## src/hdl/l2_control_pkg.sv

```systemverilog
package l2_control_pkg;

    // Who owns the request buffer
    typedef enum logic [1:0] {
        REQ_NONE   = 2'd0,
        REQ_IFETCH = 2'd1,
        REQ_DREAD  = 2'd2,
        REQ_DWRITE = 2'd3
    } requester_t;

    typedef enum logic [2:0] {
        ST_IDLE      = 3'd0,
        ST_LOOKUP    = 3'd1,
        ST_WB_ADDR   = 3'd2,
        ST_WB_WAIT   = 3'd3,
        ST_FILL_ADDR = 3'd4,
        ST_FILL_WAIT = 3'd5,
        ST_UPDATE    = 3'd6,
        ST_RESPOND   = 3'd7
    } ctrl_state_t;

endpackage

```

## src/hdl/l2_geometry_pkg.sv

```systemverilog
package l2_geometry_pkg;

    // Word and line sizes
    localparam int word_bits      = 32;
    localparam int offset_width   = 2;
    localparam int index_width    = 2;
    localparam int tag_width      = 32 - index_width - offset_width - 2;

    localparam int num_sets       = 1 << index_width;
    localparam int num_ways       = 4;
    localparam int words_per_line = 1 << offset_width;
    localparam int line_bits      = word_bits * words_per_line;

    // I side owns ways 0-1, D side ways 2-3
    localparam int half_ways      = num_ways / 2;
    localparam int way_sel_bits   = $clog2(num_ways);

    // Bit positions of the address fields
    localparam int offset_lsb     = 2;
    localparam int index_lsb      = offset_lsb + offset_width;
    localparam int tag_lsb        = index_lsb + index_width;

endpackage

```

## src/hdl/l2_cache.sv

```systemverilog
`timescale 1ns/1ps

module l2_cache
    import l2_geometry_pkg::*;
    import l2_control_pkg::*;
(
    input  logic                   clk,
    input  logic                   rst_n,
    input  logic                   icache_req,
    input  logic [31:0]            icache_addr,
    output logic                   icache_addr_ok,
    output logic                   icache_data_ok,
    input  logic                   dcache_req,
    input  logic                   dcache_wr,
    input  logic [31:0]            dcache_addr,
    input  logic [word_bits-1:0]   dcache_wdata,
    input  logic [word_bits/8-1:0] dcache_wstrb,
    output logic                   dcache_addr_ok,
    output logic                   dcache_data_ok,
    output logic [line_bits-1:0]   rdata,
    output logic                   mem_req_r,
    output logic [31:0]            mem_addr_r,
    input  logic                   mem_addr_ok_r,
    output logic                   mem_req_w,
    output logic [31:0]            mem_addr_w,
    output logic [line_bits-1:0]   mem_wline,
    input  logic                   mem_addr_ok_w,
    input  logic [line_bits-1:0]   mem_rline,
    input  logic                   mem_data_ok
);

    logic                    load;
    logic                    pending;
    requester_t              buf_requester;
    logic [31:0]             buf_addr;
    logic [word_bits-1:0]    buf_wdata;
    logic [word_bits/8-1:0]  buf_wstrb;
    logic                    any_hit;
    logic [num_ways-1:0]     hit_way_onehot;
    logic [way_sel_bits-1:0] victim_way;
    logic                    victim_dirty;
    logic [tag_width-1:0]    victim_tag;
    logic [num_ways-1:0]     tag_we_onehot;
    logic [num_ways-1:0]     line_we_onehot;
    logic [num_ways-1:0]     word_we_onehot;
    logic                    refill_sel;
    logic                    set_dirty;
    logic                    clear_dirty;
    logic [num_ways-1:0]     touch_way;
    logic [way_sel_bits-1:0] resp_way;

    // Line-aligned memory addresses
    assign mem_addr_r = {buf_addr[31:index_lsb], {index_lsb{1'b0}}};
    assign mem_addr_w = {victim_tag, buf_addr[tag_lsb-1:index_lsb], {index_lsb{1'b0}}};

    l2_request_arbiter u_arbiter (
        .clk            (clk),
        .rst_n          (rst_n),
        .icache_req     (icache_req),
        .icache_addr    (icache_addr),
        .dcache_req     (dcache_req),
        .dcache_wr      (dcache_wr),
        .dcache_addr    (dcache_addr),
        .dcache_wdata   (dcache_wdata),
        .dcache_wstrb   (dcache_wstrb),
        .load           (load),
        .icache_addr_ok (icache_addr_ok),
        .dcache_addr_ok (dcache_addr_ok),
        .pending        (pending),
        .buf_requester  (buf_requester),
        .buf_addr       (buf_addr),
        .buf_wdata      (buf_wdata),
        .buf_wstrb      (buf_wstrb)
    );

    l2_tag_store u_tag_store (
        .clk            (clk),
        .rst_n          (rst_n),
        .buf_requester  (buf_requester),
        .buf_addr       (buf_addr),
        .tag_we_onehot  (tag_we_onehot),
        .set_dirty      (set_dirty),
        .clear_dirty    (clear_dirty),
        .touch_way      (touch_way),
        .any_hit        (any_hit),
        .hit_way_onehot (hit_way_onehot),
        .victim_way     (victim_way),
        .victim_dirty   (victim_dirty),
        .victim_tag     (victim_tag)
    );

    l2_data_store u_data_store (
        .clk            (clk),
        .buf_addr       (buf_addr),
        .buf_wdata      (buf_wdata),
        .buf_wstrb      (buf_wstrb),
        .mem_rline      (mem_rline),
        .line_we_onehot (line_we_onehot),
        .word_we_onehot (word_we_onehot),
        .refill_sel     (refill_sel),
        .resp_way       (resp_way),
        .victim_way     (victim_way),
        .rdata          (rdata),
        .mem_wline      (mem_wline)
    );

    l2_control_fsm u_control_fsm (
        .clk            (clk),
        .rst_n          (rst_n),
        .pending        (pending),
        .buf_requester  (buf_requester),
        .any_hit        (any_hit),
        .hit_way_onehot (hit_way_onehot),
        .victim_way     (victim_way),
        .victim_dirty   (victim_dirty),
        .mem_addr_ok_r  (mem_addr_ok_r),
        .mem_addr_ok_w  (mem_addr_ok_w),
        .mem_data_ok    (mem_data_ok),
        .load           (load),
        .icache_data_ok (icache_data_ok),
        .dcache_data_ok (dcache_data_ok),
        .mem_req_r      (mem_req_r),
        .mem_req_w      (mem_req_w),
        .tag_we_onehot  (tag_we_onehot),
        .line_we_onehot (line_we_onehot),
        .word_we_onehot (word_we_onehot),
        .refill_sel     (refill_sel),
        .set_dirty      (set_dirty),
        .clear_dirty    (clear_dirty),
        .touch_way      (touch_way),
        .resp_way       (resp_way)
    );

endmodule

```

## src/hdl/l2_control_fsm.sv

```systemverilog
`timescale 1ns/1ps

module l2_control_fsm
    import l2_geometry_pkg::*;
    import l2_control_pkg::*;
(
    input  logic                    clk,
    input  logic                    rst_n,
    input  logic                    pending,
    input  requester_t              buf_requester,
    input  logic                    any_hit,
    input  logic [num_ways-1:0]     hit_way_onehot,
    input  logic [way_sel_bits-1:0] victim_way,
    input  logic                    victim_dirty,
    input  logic                    mem_addr_ok_r,
    input  logic                    mem_addr_ok_w,
    input  logic                    mem_data_ok,
    output logic                    load,
    output logic                    icache_data_ok,
    output logic                    dcache_data_ok,
    output logic                    mem_req_r,
    output logic                    mem_req_w,
    output logic [num_ways-1:0]     tag_we_onehot,
    output logic [num_ways-1:0]     line_we_onehot,
    output logic [num_ways-1:0]     word_we_onehot,
    output logic                    refill_sel,
    output logic                    set_dirty,
    output logic                    clear_dirty,
    output logic [num_ways-1:0]     touch_way,
    output logic [way_sel_bits-1:0] resp_way
);

    ctrl_state_t             state;
    ctrl_state_t             state_next;
    logic [way_sel_bits-1:0] way_q;
    logic [way_sel_bits-1:0] hit_way;
    logic [num_ways-1:0]     way_onehot;
    logic                    is_write;

    assign is_write   = (buf_requester == REQ_DWRITE);
    assign way_onehot = {{(num_ways-1){1'b0}}, 1'b1} << way_q;

    always_comb begin
        hit_way = '0;
        for (int w = 0; w < num_ways; w++) begin
            if (hit_way_onehot[w]) begin
                hit_way = way_sel_bits'(w);
            end
        end
    end

    always_ff @(posedge clk or negedge rst_n) begin
        if (!rst_n) begin
            state <= ST_IDLE;
        end else begin
            state <= state_next;
        end
    end

    // Way used for the rest of the request
    always_ff @(posedge clk) begin
        if (state == ST_LOOKUP) begin
            way_q <= any_hit ? hit_way : victim_way;
        end
    end

    always_comb begin
        state_next     = state;
        load           = 1'b0;
        tag_we_onehot  = '0;
        line_we_onehot = '0;
        word_we_onehot = '0;
        refill_sel     = 1'b0;
        set_dirty      = 1'b0;
        clear_dirty    = 1'b0;
        touch_way      = '0;
        case (state)
            ST_IDLE: begin
                if (pending) begin
                    load       = 1'b1;
                    state_next = ST_LOOKUP;
                end
            end
            ST_LOOKUP: begin
                if (any_hit) begin
                    touch_way      = hit_way_onehot;
                    set_dirty      = is_write;
                    word_we_onehot = is_write ? hit_way_onehot : '0;
                    state_next     = ST_RESPOND;
                end else if (victim_dirty) begin
                    state_next = ST_WB_ADDR;
                end else begin
                    state_next = ST_FILL_ADDR;
                end
            end
            ST_WB_ADDR: begin
                if (mem_addr_ok_w) begin
                    state_next = ST_WB_WAIT;
                end
            end
            ST_WB_WAIT: begin
                if (mem_data_ok) begin
                    state_next = ST_FILL_ADDR;
                end
            end
            ST_FILL_ADDR: begin
                if (mem_addr_ok_r) begin
                    state_next = ST_FILL_WAIT;
                end
            end
            ST_FILL_WAIT: begin
                // Refill line is only valid with mem_data_ok
                if (mem_data_ok) begin
                    line_we_onehot = way_onehot;
                    word_we_onehot = is_write ? way_onehot : '0;
                    refill_sel     = 1'b1;
                    state_next     = ST_UPDATE;
                end
            end
            ST_UPDATE: begin
                tag_we_onehot = way_onehot;
                touch_way     = way_onehot;
                set_dirty     = is_write;
                clear_dirty   = !is_write;
                state_next    = ST_RESPOND;
            end
            default: begin
                state_next = ST_IDLE;
            end
        endcase
    end

    assign mem_req_w      = (state == ST_WB_ADDR);
    assign mem_req_r      = (state == ST_FILL_ADDR);
    assign icache_data_ok = (state == ST_RESPOND) && (buf_requester == REQ_IFETCH);
    assign dcache_data_ok = (state == ST_RESPOND) &&
                            (buf_requester == REQ_DREAD || buf_requester == REQ_DWRITE);
    assign resp_way       = way_q;

endmodule

```

## src/hdl/l2_data_store.sv

```systemverilog
`timescale 1ns/1ps

module l2_data_store
    import l2_geometry_pkg::*;
(
    input  logic                    clk,
    input  logic [31:0]             buf_addr,
    input  logic [word_bits-1:0]    buf_wdata,
    input  logic [word_bits/8-1:0]  buf_wstrb,
    input  logic [line_bits-1:0]    mem_rline,
    input  logic [num_ways-1:0]     line_we_onehot,
    input  logic [num_ways-1:0]     word_we_onehot,
    input  logic                    refill_sel,
    input  logic [way_sel_bits-1:0] resp_way,
    input  logic [way_sel_bits-1:0] victim_way,
    output logic [line_bits-1:0]    rdata,
    output logic [line_bits-1:0]    mem_wline
);

    logic [line_bits-1:0]    line_mem [num_sets][num_ways];
    logic [index_width-1:0]  idx;
    logic [offset_width-1:0] offset;

    assign idx    = buf_addr[tag_lsb-1:index_lsb];
    assign offset = buf_addr[index_lsb-1:offset_lsb];

    // Byte merge of the buffered word into one word of a line
    function automatic logic [line_bits-1:0] merge_word(
        input logic [line_bits-1:0]   line,
        input logic                   enable,
        input logic [offset_width-1:0] word_sel,
        input logic [word_bits-1:0]   wdata,
        input logic [word_bits/8-1:0] wstrb
    );
        logic [line_bits-1:0] result;
        result = line;
        for (int wd = 0; wd < words_per_line; wd++) begin
            for (int b = 0; b < word_bits / 8; b++) begin
                if (enable && wd == int'(word_sel) && wstrb[b]) begin
                    result[wd*word_bits + b*8 +: 8] = wdata[b*8 +: 8];
                end
            end
        end
        return result;
    endfunction

    always_ff @(posedge clk) begin
        for (int w = 0; w < num_ways; w++) begin
            if (line_we_onehot[w] || word_we_onehot[w]) begin
                line_mem[idx][w] <= merge_word(refill_sel ? mem_rline : line_mem[idx][w],
                                               word_we_onehot[w], offset,
                                               buf_wdata, buf_wstrb);
            end
        end
    end

    assign rdata     = line_mem[idx][resp_way];
    assign mem_wline = line_mem[idx][victim_way];

endmodule

```

## src/hdl/l2_request_arbiter.sv

```systemverilog
`timescale 1ns/1ps

module l2_request_arbiter
    import l2_geometry_pkg::*;
    import l2_control_pkg::*;
(
    input  logic                   clk,
    input  logic                   rst_n,
    input  logic                   icache_req,
    input  logic [31:0]            icache_addr,
    input  logic                   dcache_req,
    input  logic                   dcache_wr,
    input  logic [31:0]            dcache_addr,
    input  logic [word_bits-1:0]   dcache_wdata,
    input  logic [word_bits/8-1:0] dcache_wstrb,
    input  logic                   load,
    output logic                   icache_addr_ok,
    output logic                   dcache_addr_ok,
    output logic                   pending,
    output requester_t             buf_requester,
    output logic [31:0]            buf_addr,
    output logic [word_bits-1:0]   buf_wdata,
    output logic [word_bits/8-1:0] buf_wstrb
);

    requester_t winner;

    // Data side wins a tie
    always_comb begin
        if (dcache_req) begin
            winner = dcache_wr ? REQ_DWRITE : REQ_DREAD;
        end else if (icache_req) begin
            winner = REQ_IFETCH;
        end else begin
            winner = REQ_NONE;
        end
    end

    assign pending        = (winner != REQ_NONE);
    assign dcache_addr_ok = load && dcache_req;
    assign icache_addr_ok = load && !dcache_req && icache_req;

    always_ff @(posedge clk or negedge rst_n) begin
        if (!rst_n) begin
            buf_requester <= REQ_NONE;
        end else if (load) begin
            buf_requester <= winner;
        end
    end

    always_ff @(posedge clk) begin
        if (load) begin
            buf_addr  <= dcache_req ? dcache_addr : icache_addr;
            buf_wdata <= dcache_wdata;
            buf_wstrb <= dcache_wstrb;
        end
    end

endmodule

```

## src/hdl/l2_tag_store.sv

```systemverilog
`timescale 1ns/1ps

module l2_tag_store
    import l2_geometry_pkg::*;
(
    input  logic                    clk,
    input  logic                    rst_n,
    input  logic [1:0]              buf_requester,
    input  logic [31:0]             buf_addr,
    input  logic [num_ways-1:0]     tag_we_onehot,
    input  logic                    set_dirty,
    input  logic                    clear_dirty,
    input  logic [num_ways-1:0]     touch_way,
    output logic                    any_hit,
    output logic [num_ways-1:0]     hit_way_onehot,
    output logic [way_sel_bits-1:0] victim_way,
    output logic                    victim_dirty,
    output logic [tag_width-1:0]    victim_tag
);

    logic [tag_width-1:0]          tag_mem [num_sets][num_ways];
    logic [num_ways-1:0]           valid_q [num_sets];
    logic [num_ways-1:0]           dirty_q [num_sets];
    logic [num_ways/half_ways-1:0] plru_q  [num_sets];

    logic [index_width-1:0]  idx;
    logic [tag_width-1:0]    buf_tag;
    logic                    data_half;
    logic [way_sel_bits-1:0] half_base;

    assign idx     = buf_addr[tag_lsb-1:index_lsb];
    assign buf_tag = buf_addr[31:tag_lsb];

    // Both data requester codes have bit 1 set
    assign data_half = buf_requester[1];
    assign half_base = data_half ? way_sel_bits'(half_ways) : '0;

    always_comb begin
        for (int w = 0; w < num_ways; w++) begin
            hit_way_onehot[w] = valid_q[idx][w] && (tag_mem[idx][w] == buf_tag);
        end
    end

    assign any_hit = |hit_way_onehot;

    // First invalid way of the half, else the one not used last
    always_comb begin
        if (!valid_q[idx][half_base]) begin
            victim_way = half_base;
        end else if (!valid_q[idx][half_base + 1'b1]) begin
            victim_way = half_base + 1'b1;
        end else begin
            victim_way = half_base + {1'b0, ~plru_q[idx][data_half]};
        end
    end

    assign victim_dirty = dirty_q[idx][victim_way];
    assign victim_tag   = tag_mem[idx][victim_way];

    always_ff @(posedge clk) begin
        for (int w = 0; w < num_ways; w++) begin
            if (tag_we_onehot[w]) begin
                tag_mem[idx][w] <= buf_tag;
            end
        end
    end

    always_ff @(posedge clk or negedge rst_n) begin
        if (!rst_n) begin
            for (int s = 0; s < num_sets; s++) begin
                valid_q[s] <= '0;
                dirty_q[s] <= '0;
                plru_q[s]  <= '0;
            end
        end else begin
            for (int w = 0; w < num_ways; w++) begin
                if (tag_we_onehot[w]) begin
                    valid_q[idx][w] <= 1'b1;
                end
                if (touch_way[w]) begin
                    // PLRU bit remembers the last used way of its half
                    plru_q[idx][w / half_ways] <= 1'(w % half_ways);
                    if (set_dirty) begin
                        dirty_q[idx][w] <= 1'b1;
                    end else if (clear_dirty) begin
                        dirty_q[idx][w] <= 1'b0;
                    end
                end
            end
        end
    end

endmodule

```

## config.mk

```make
export PLATFORM = sky130hd
export DESIGN_NAME = l2_cache
export DESIGN_NICKNAME = d
export VERILOG_FILES = /design/src/hdl/l2_control_pkg.sv /design/src/hdl/l2_geometry_pkg.sv /design/src/hdl/l2_cache.sv /design/src/hdl/l2_control_fsm.sv /design/src/hdl/l2_data_store.sv /design/src/hdl/l2_request_arbiter.sv /design/src/hdl/l2_tag_store.sv
export SDC_FILE = /design/constraint.sdc
export NUM_CORES = 2
export LEC_CHECK = 0
export BUFFER_PORTS_ARGS = -buffer_cell sky130_fd_sc_hd__buf_2
export CAP_MARGIN = 0
export CORE_ASPECT_RATIO = 1.75
export CORE_MARGIN = 2
export CORE_UTILIZATION = 60
export DETAILED_ROUTE_END_ITERATION = 8
export PLACE_DENSITY = 0.78
export SLEW_MARGIN = 10
export SYNTH_ARGS = -nofsm -noshare
export SYNTH_HDL_FRONTEND = slang
export SYNTH_SLANG_ARGS = --single-unit
```

## constraint.sdc

```tcl
create_clock -name clk -period 20 [get_ports clk]
set_clock_uncertainty 0.1 [all_clocks]
set_input_delay 0 -clock clk [delete_from_list [all_inputs] [get_ports clk]]
set_output_delay 0 -clock clk [all_outputs]
set_load 0.01 [all_outputs]
```

==> run metrics <==
CP max stage cell=buf_4; DR DRC count=0; CP dominant cell by count=buf_4; vias per cell=6.853; Fillers=11.85k; critical path endpoint category=flip-flop; CP arrival=8460 ps; most common cell after layout, fill and taps aside=edfxtp_1; Post-synth ARST share=1.745%; first-pass GRT wire length=469.6 mm; Die Area=0.1943 mm2; grt ovf=0; clk slew on worst S/H paths=70 ps; Setup TNS Final=0 ps; status=complete, no violations; initial core utilization=60.23%; Switching Share=31.59%; P_sw=5.109 mW; post-placement cell area=0.1198 mm2; FF+latch count, synth=2579; Starting DRT DRC Count=8448; worst-path maximum fanout=52; clock power share=26.3%; chip width=334.1 um; fmax=123.6 MHz; PD cells=124.3 mW/mm2; Num CTS Buffers=224; Post-synth EDFFs=2532; Die Ht=581.6 um; clk buf depth=4; worst path cell trace=buf_4, buf_4, mux4_2, xnor2_1, nor3_1, nand4_1, nor4_4, nand2_1, a21o_4, and2_1, nor2_4, buf_4, buf_4; crit path time final=8094 ps; WL final=329.9 mm; I/O Buffers=549; Max H-tree Level=4; Req. time, crit path=20370 ps; buffers inserted by post-CTS timing repair=0; Layout Utilization=68.54%; most frequent cells in the layout=edfxtp_1 (2532), nand2_1 (1206), mux4_2 (884), buf_2 (549), mux2_2 (340); final hold vios=0; Yosys cell types=67; ratio of final minimum period to clock period=40.47%; Post-DRT Antenna Nets=0; r2r setup slk=11910 ps; max cap viols=0; Area Growth Syn to Fin=13.80%; Internal=11.07 mW; YS warnings=0; CTS tree=done; GP Congestion=0.9310; VDD IR max=98.04 uV; Hold WC Path Type=in2reg; Top Ports=562; WL/cell=34.17 um; worst slew pin tran=1234 ps; Comb pwr share=31.7%; delay-heaviest family, CP=buffers and inverters; Synth Instances=6157; relative slew slack=17.75%; Bufs and invs on worst path=4; Core Box Area=0.1899 mm2; vias in the first global route=67.70k; Worst path max stage delay=1000 ps; Final Max Slew Viols=0; DR pass1 iterations=7; RSZ-0062 raised after global routing=false; Root Driver=clkbuf_16; antenna violations before repair=32; sequential fraction of the synthesis area=67.49%; post-DP HPWL=184.8 mm; P_leak=45.49 nW; cts repair resizes=0; largest net degree at the start of global routing=105; sequential power share=42.0%; kind of critical path=reg2reg; Worst-Skew Late Latency=890 ps; WHS=81.79 ps; final instance area=0.1302 mm2; fraction of layout cells with a size suffix above 1=33.81%; Row Count=212; Via Count=66.16k; Mapped Avg Cell Area=18.58 um2; Most used DFF post-synth=edfxtp_1; mapped cell area=0.1144 mm2; # clock sinks=2579; Nets=7233; gr usage total=33.94%; Post-CTS Hold Fix Bufs=335; Setup-failing EPs final=0; Startpoint Class=flip-flop
-- tightest hold or removal path: stages --
cell,delay [ps]
dlygate4sd3_1,510
buf_2,90
nand2_1,90
nand2_1,70
mux2_2,170
-- synth_stat cells (21+ instances only) --
master | instances | share of area [%]
mux2_2 | 340 | 3.3
nor2_4 | 37 | 0.36
dfrtp_1 | 45 | 0.98
mux2_1 | 114 | 1.1
a21oi_1 | 21 | 0.092
mux2i_1 | 86 | 0.75
buf_4 | 46 | 0.30
nand2_1 | 1206 | 4.0
buf_2 | 51 | 0.22
o21ai_0 | 24 | 0.11
buf_1 | 61 | 0.20
xor2_1 | 32 | 0.25
mux4_2 | 884 | 17
nor2_8 | 27 | 0.47
xnor2_1 | 63 | 0.48
nor2_1 | 56 | 0.18
edfxtp_1 | 2532 | 66
mux2_4 | 96 | 1.3
clkbuf_1 | 229 | 0.75
-- per-stage QoR --
| stage | power, mW | std cells | worst slack [ps] |
|---|---|---|---|
| 6_report | 16.18 | 9655 | 11910 |
| 5_1_grt | 16.67 | 9638 | 11780 |
| 4_1_cts | 16.11 | 9636 | 12150 |
| 3_5_place_dp | 11.85 | 8897 | 12210 |
| 3_3_place_gp | 11.69 | 8897 | 12220 |
| 2_1_floorplan | 10.10 | 6164 | 10420 |
-- layer usage --
| layer | GRT usage [%] | routed length (um) | vias to the layer above |
|---|---|---|---|
| met5 | 0 | 153 | - |
| met4 | 16.61 | 18340 | 24 |
| met3 | 8.873 | 41160 | 976 |
| met2 | 54.39 | 159900 | 4839 |
| met1 | 43.54 | 110400 | 34120 |
| li1 | - | - | 26210 |
-- logic make-up after synthesis --
logic type	Yosys count	synth area share, %
AND/OR/NAND/NOR	1431	5.557
buffers and inverters	414	1.653
XOR/XNOR	95	0.7274
multiplexers	1520	23.89
flip-flops	2579	67.49
AO/OA/AOI/OAI	117	0.6858
other	1	0.003278
-- final cells by class --
cell class	instances	area, um2	area share, %
flip-flops and latches	2579	77210	59.31
multi-input cells	3171	35560	27.32
repair buffers	1004	7207	5.536
clock buffers	288	6062	4.657
well taps	2461	3079	2.365
clock inverters	116	949.7	0.7295
inverters	17	63.81	0.04902
diodes	19	47.55	0.03652
-- sequential cells by signal, indices dropped and copies added, names as in the netlist, named ones only --
name and cells:
u_tag_store.plru_q 2, u_control_fsm.state 3, u_data_store.line_mem 2048, u_arbiter.buf_requester 2
u_tag_store.tag_mem 416, u_arbiter.buf_wdata 32, u_arbiter.buf_wstrb 4, u_arbiter.buf_addr 30
u_tag_store.valid_q 16, u_control_fsm.resp_way 2
-- power groups by stage --
stage,Clock [mW],Sequential (mW),Combinational (mW)
detailed placement,0,6.90,4.95
global route,4.46,6.80,5.41
finish,4.25,6.79,5.13
floorplan,0,6.79,3.31
CTS,4.28,6.78,5.05
global placement,0,6.88,4.81
-- path summary, 6_finish.rpt --
check | startpoint | endpoint | depth (start not counted)
max | flip-flop | u_data_store.line_mem[3][27] | 13
min | mem_rline[40] | u_data_store.line_mem[3][168] | 5
max reg2reg | flip-flop | u_data_store.line_mem[3][27] | 13
min reg2reg | u_tag_store.valid_q[1] | u_tag_store.valid_q[1] | 1
max in group asynchronous | rst_n | asynchronous set/reset pin | 4
min in group asynchronous | rst_n | u_arbiter.buf_requester[1] | 4
No activity file was read; power rests on OpenSTA's default activity.
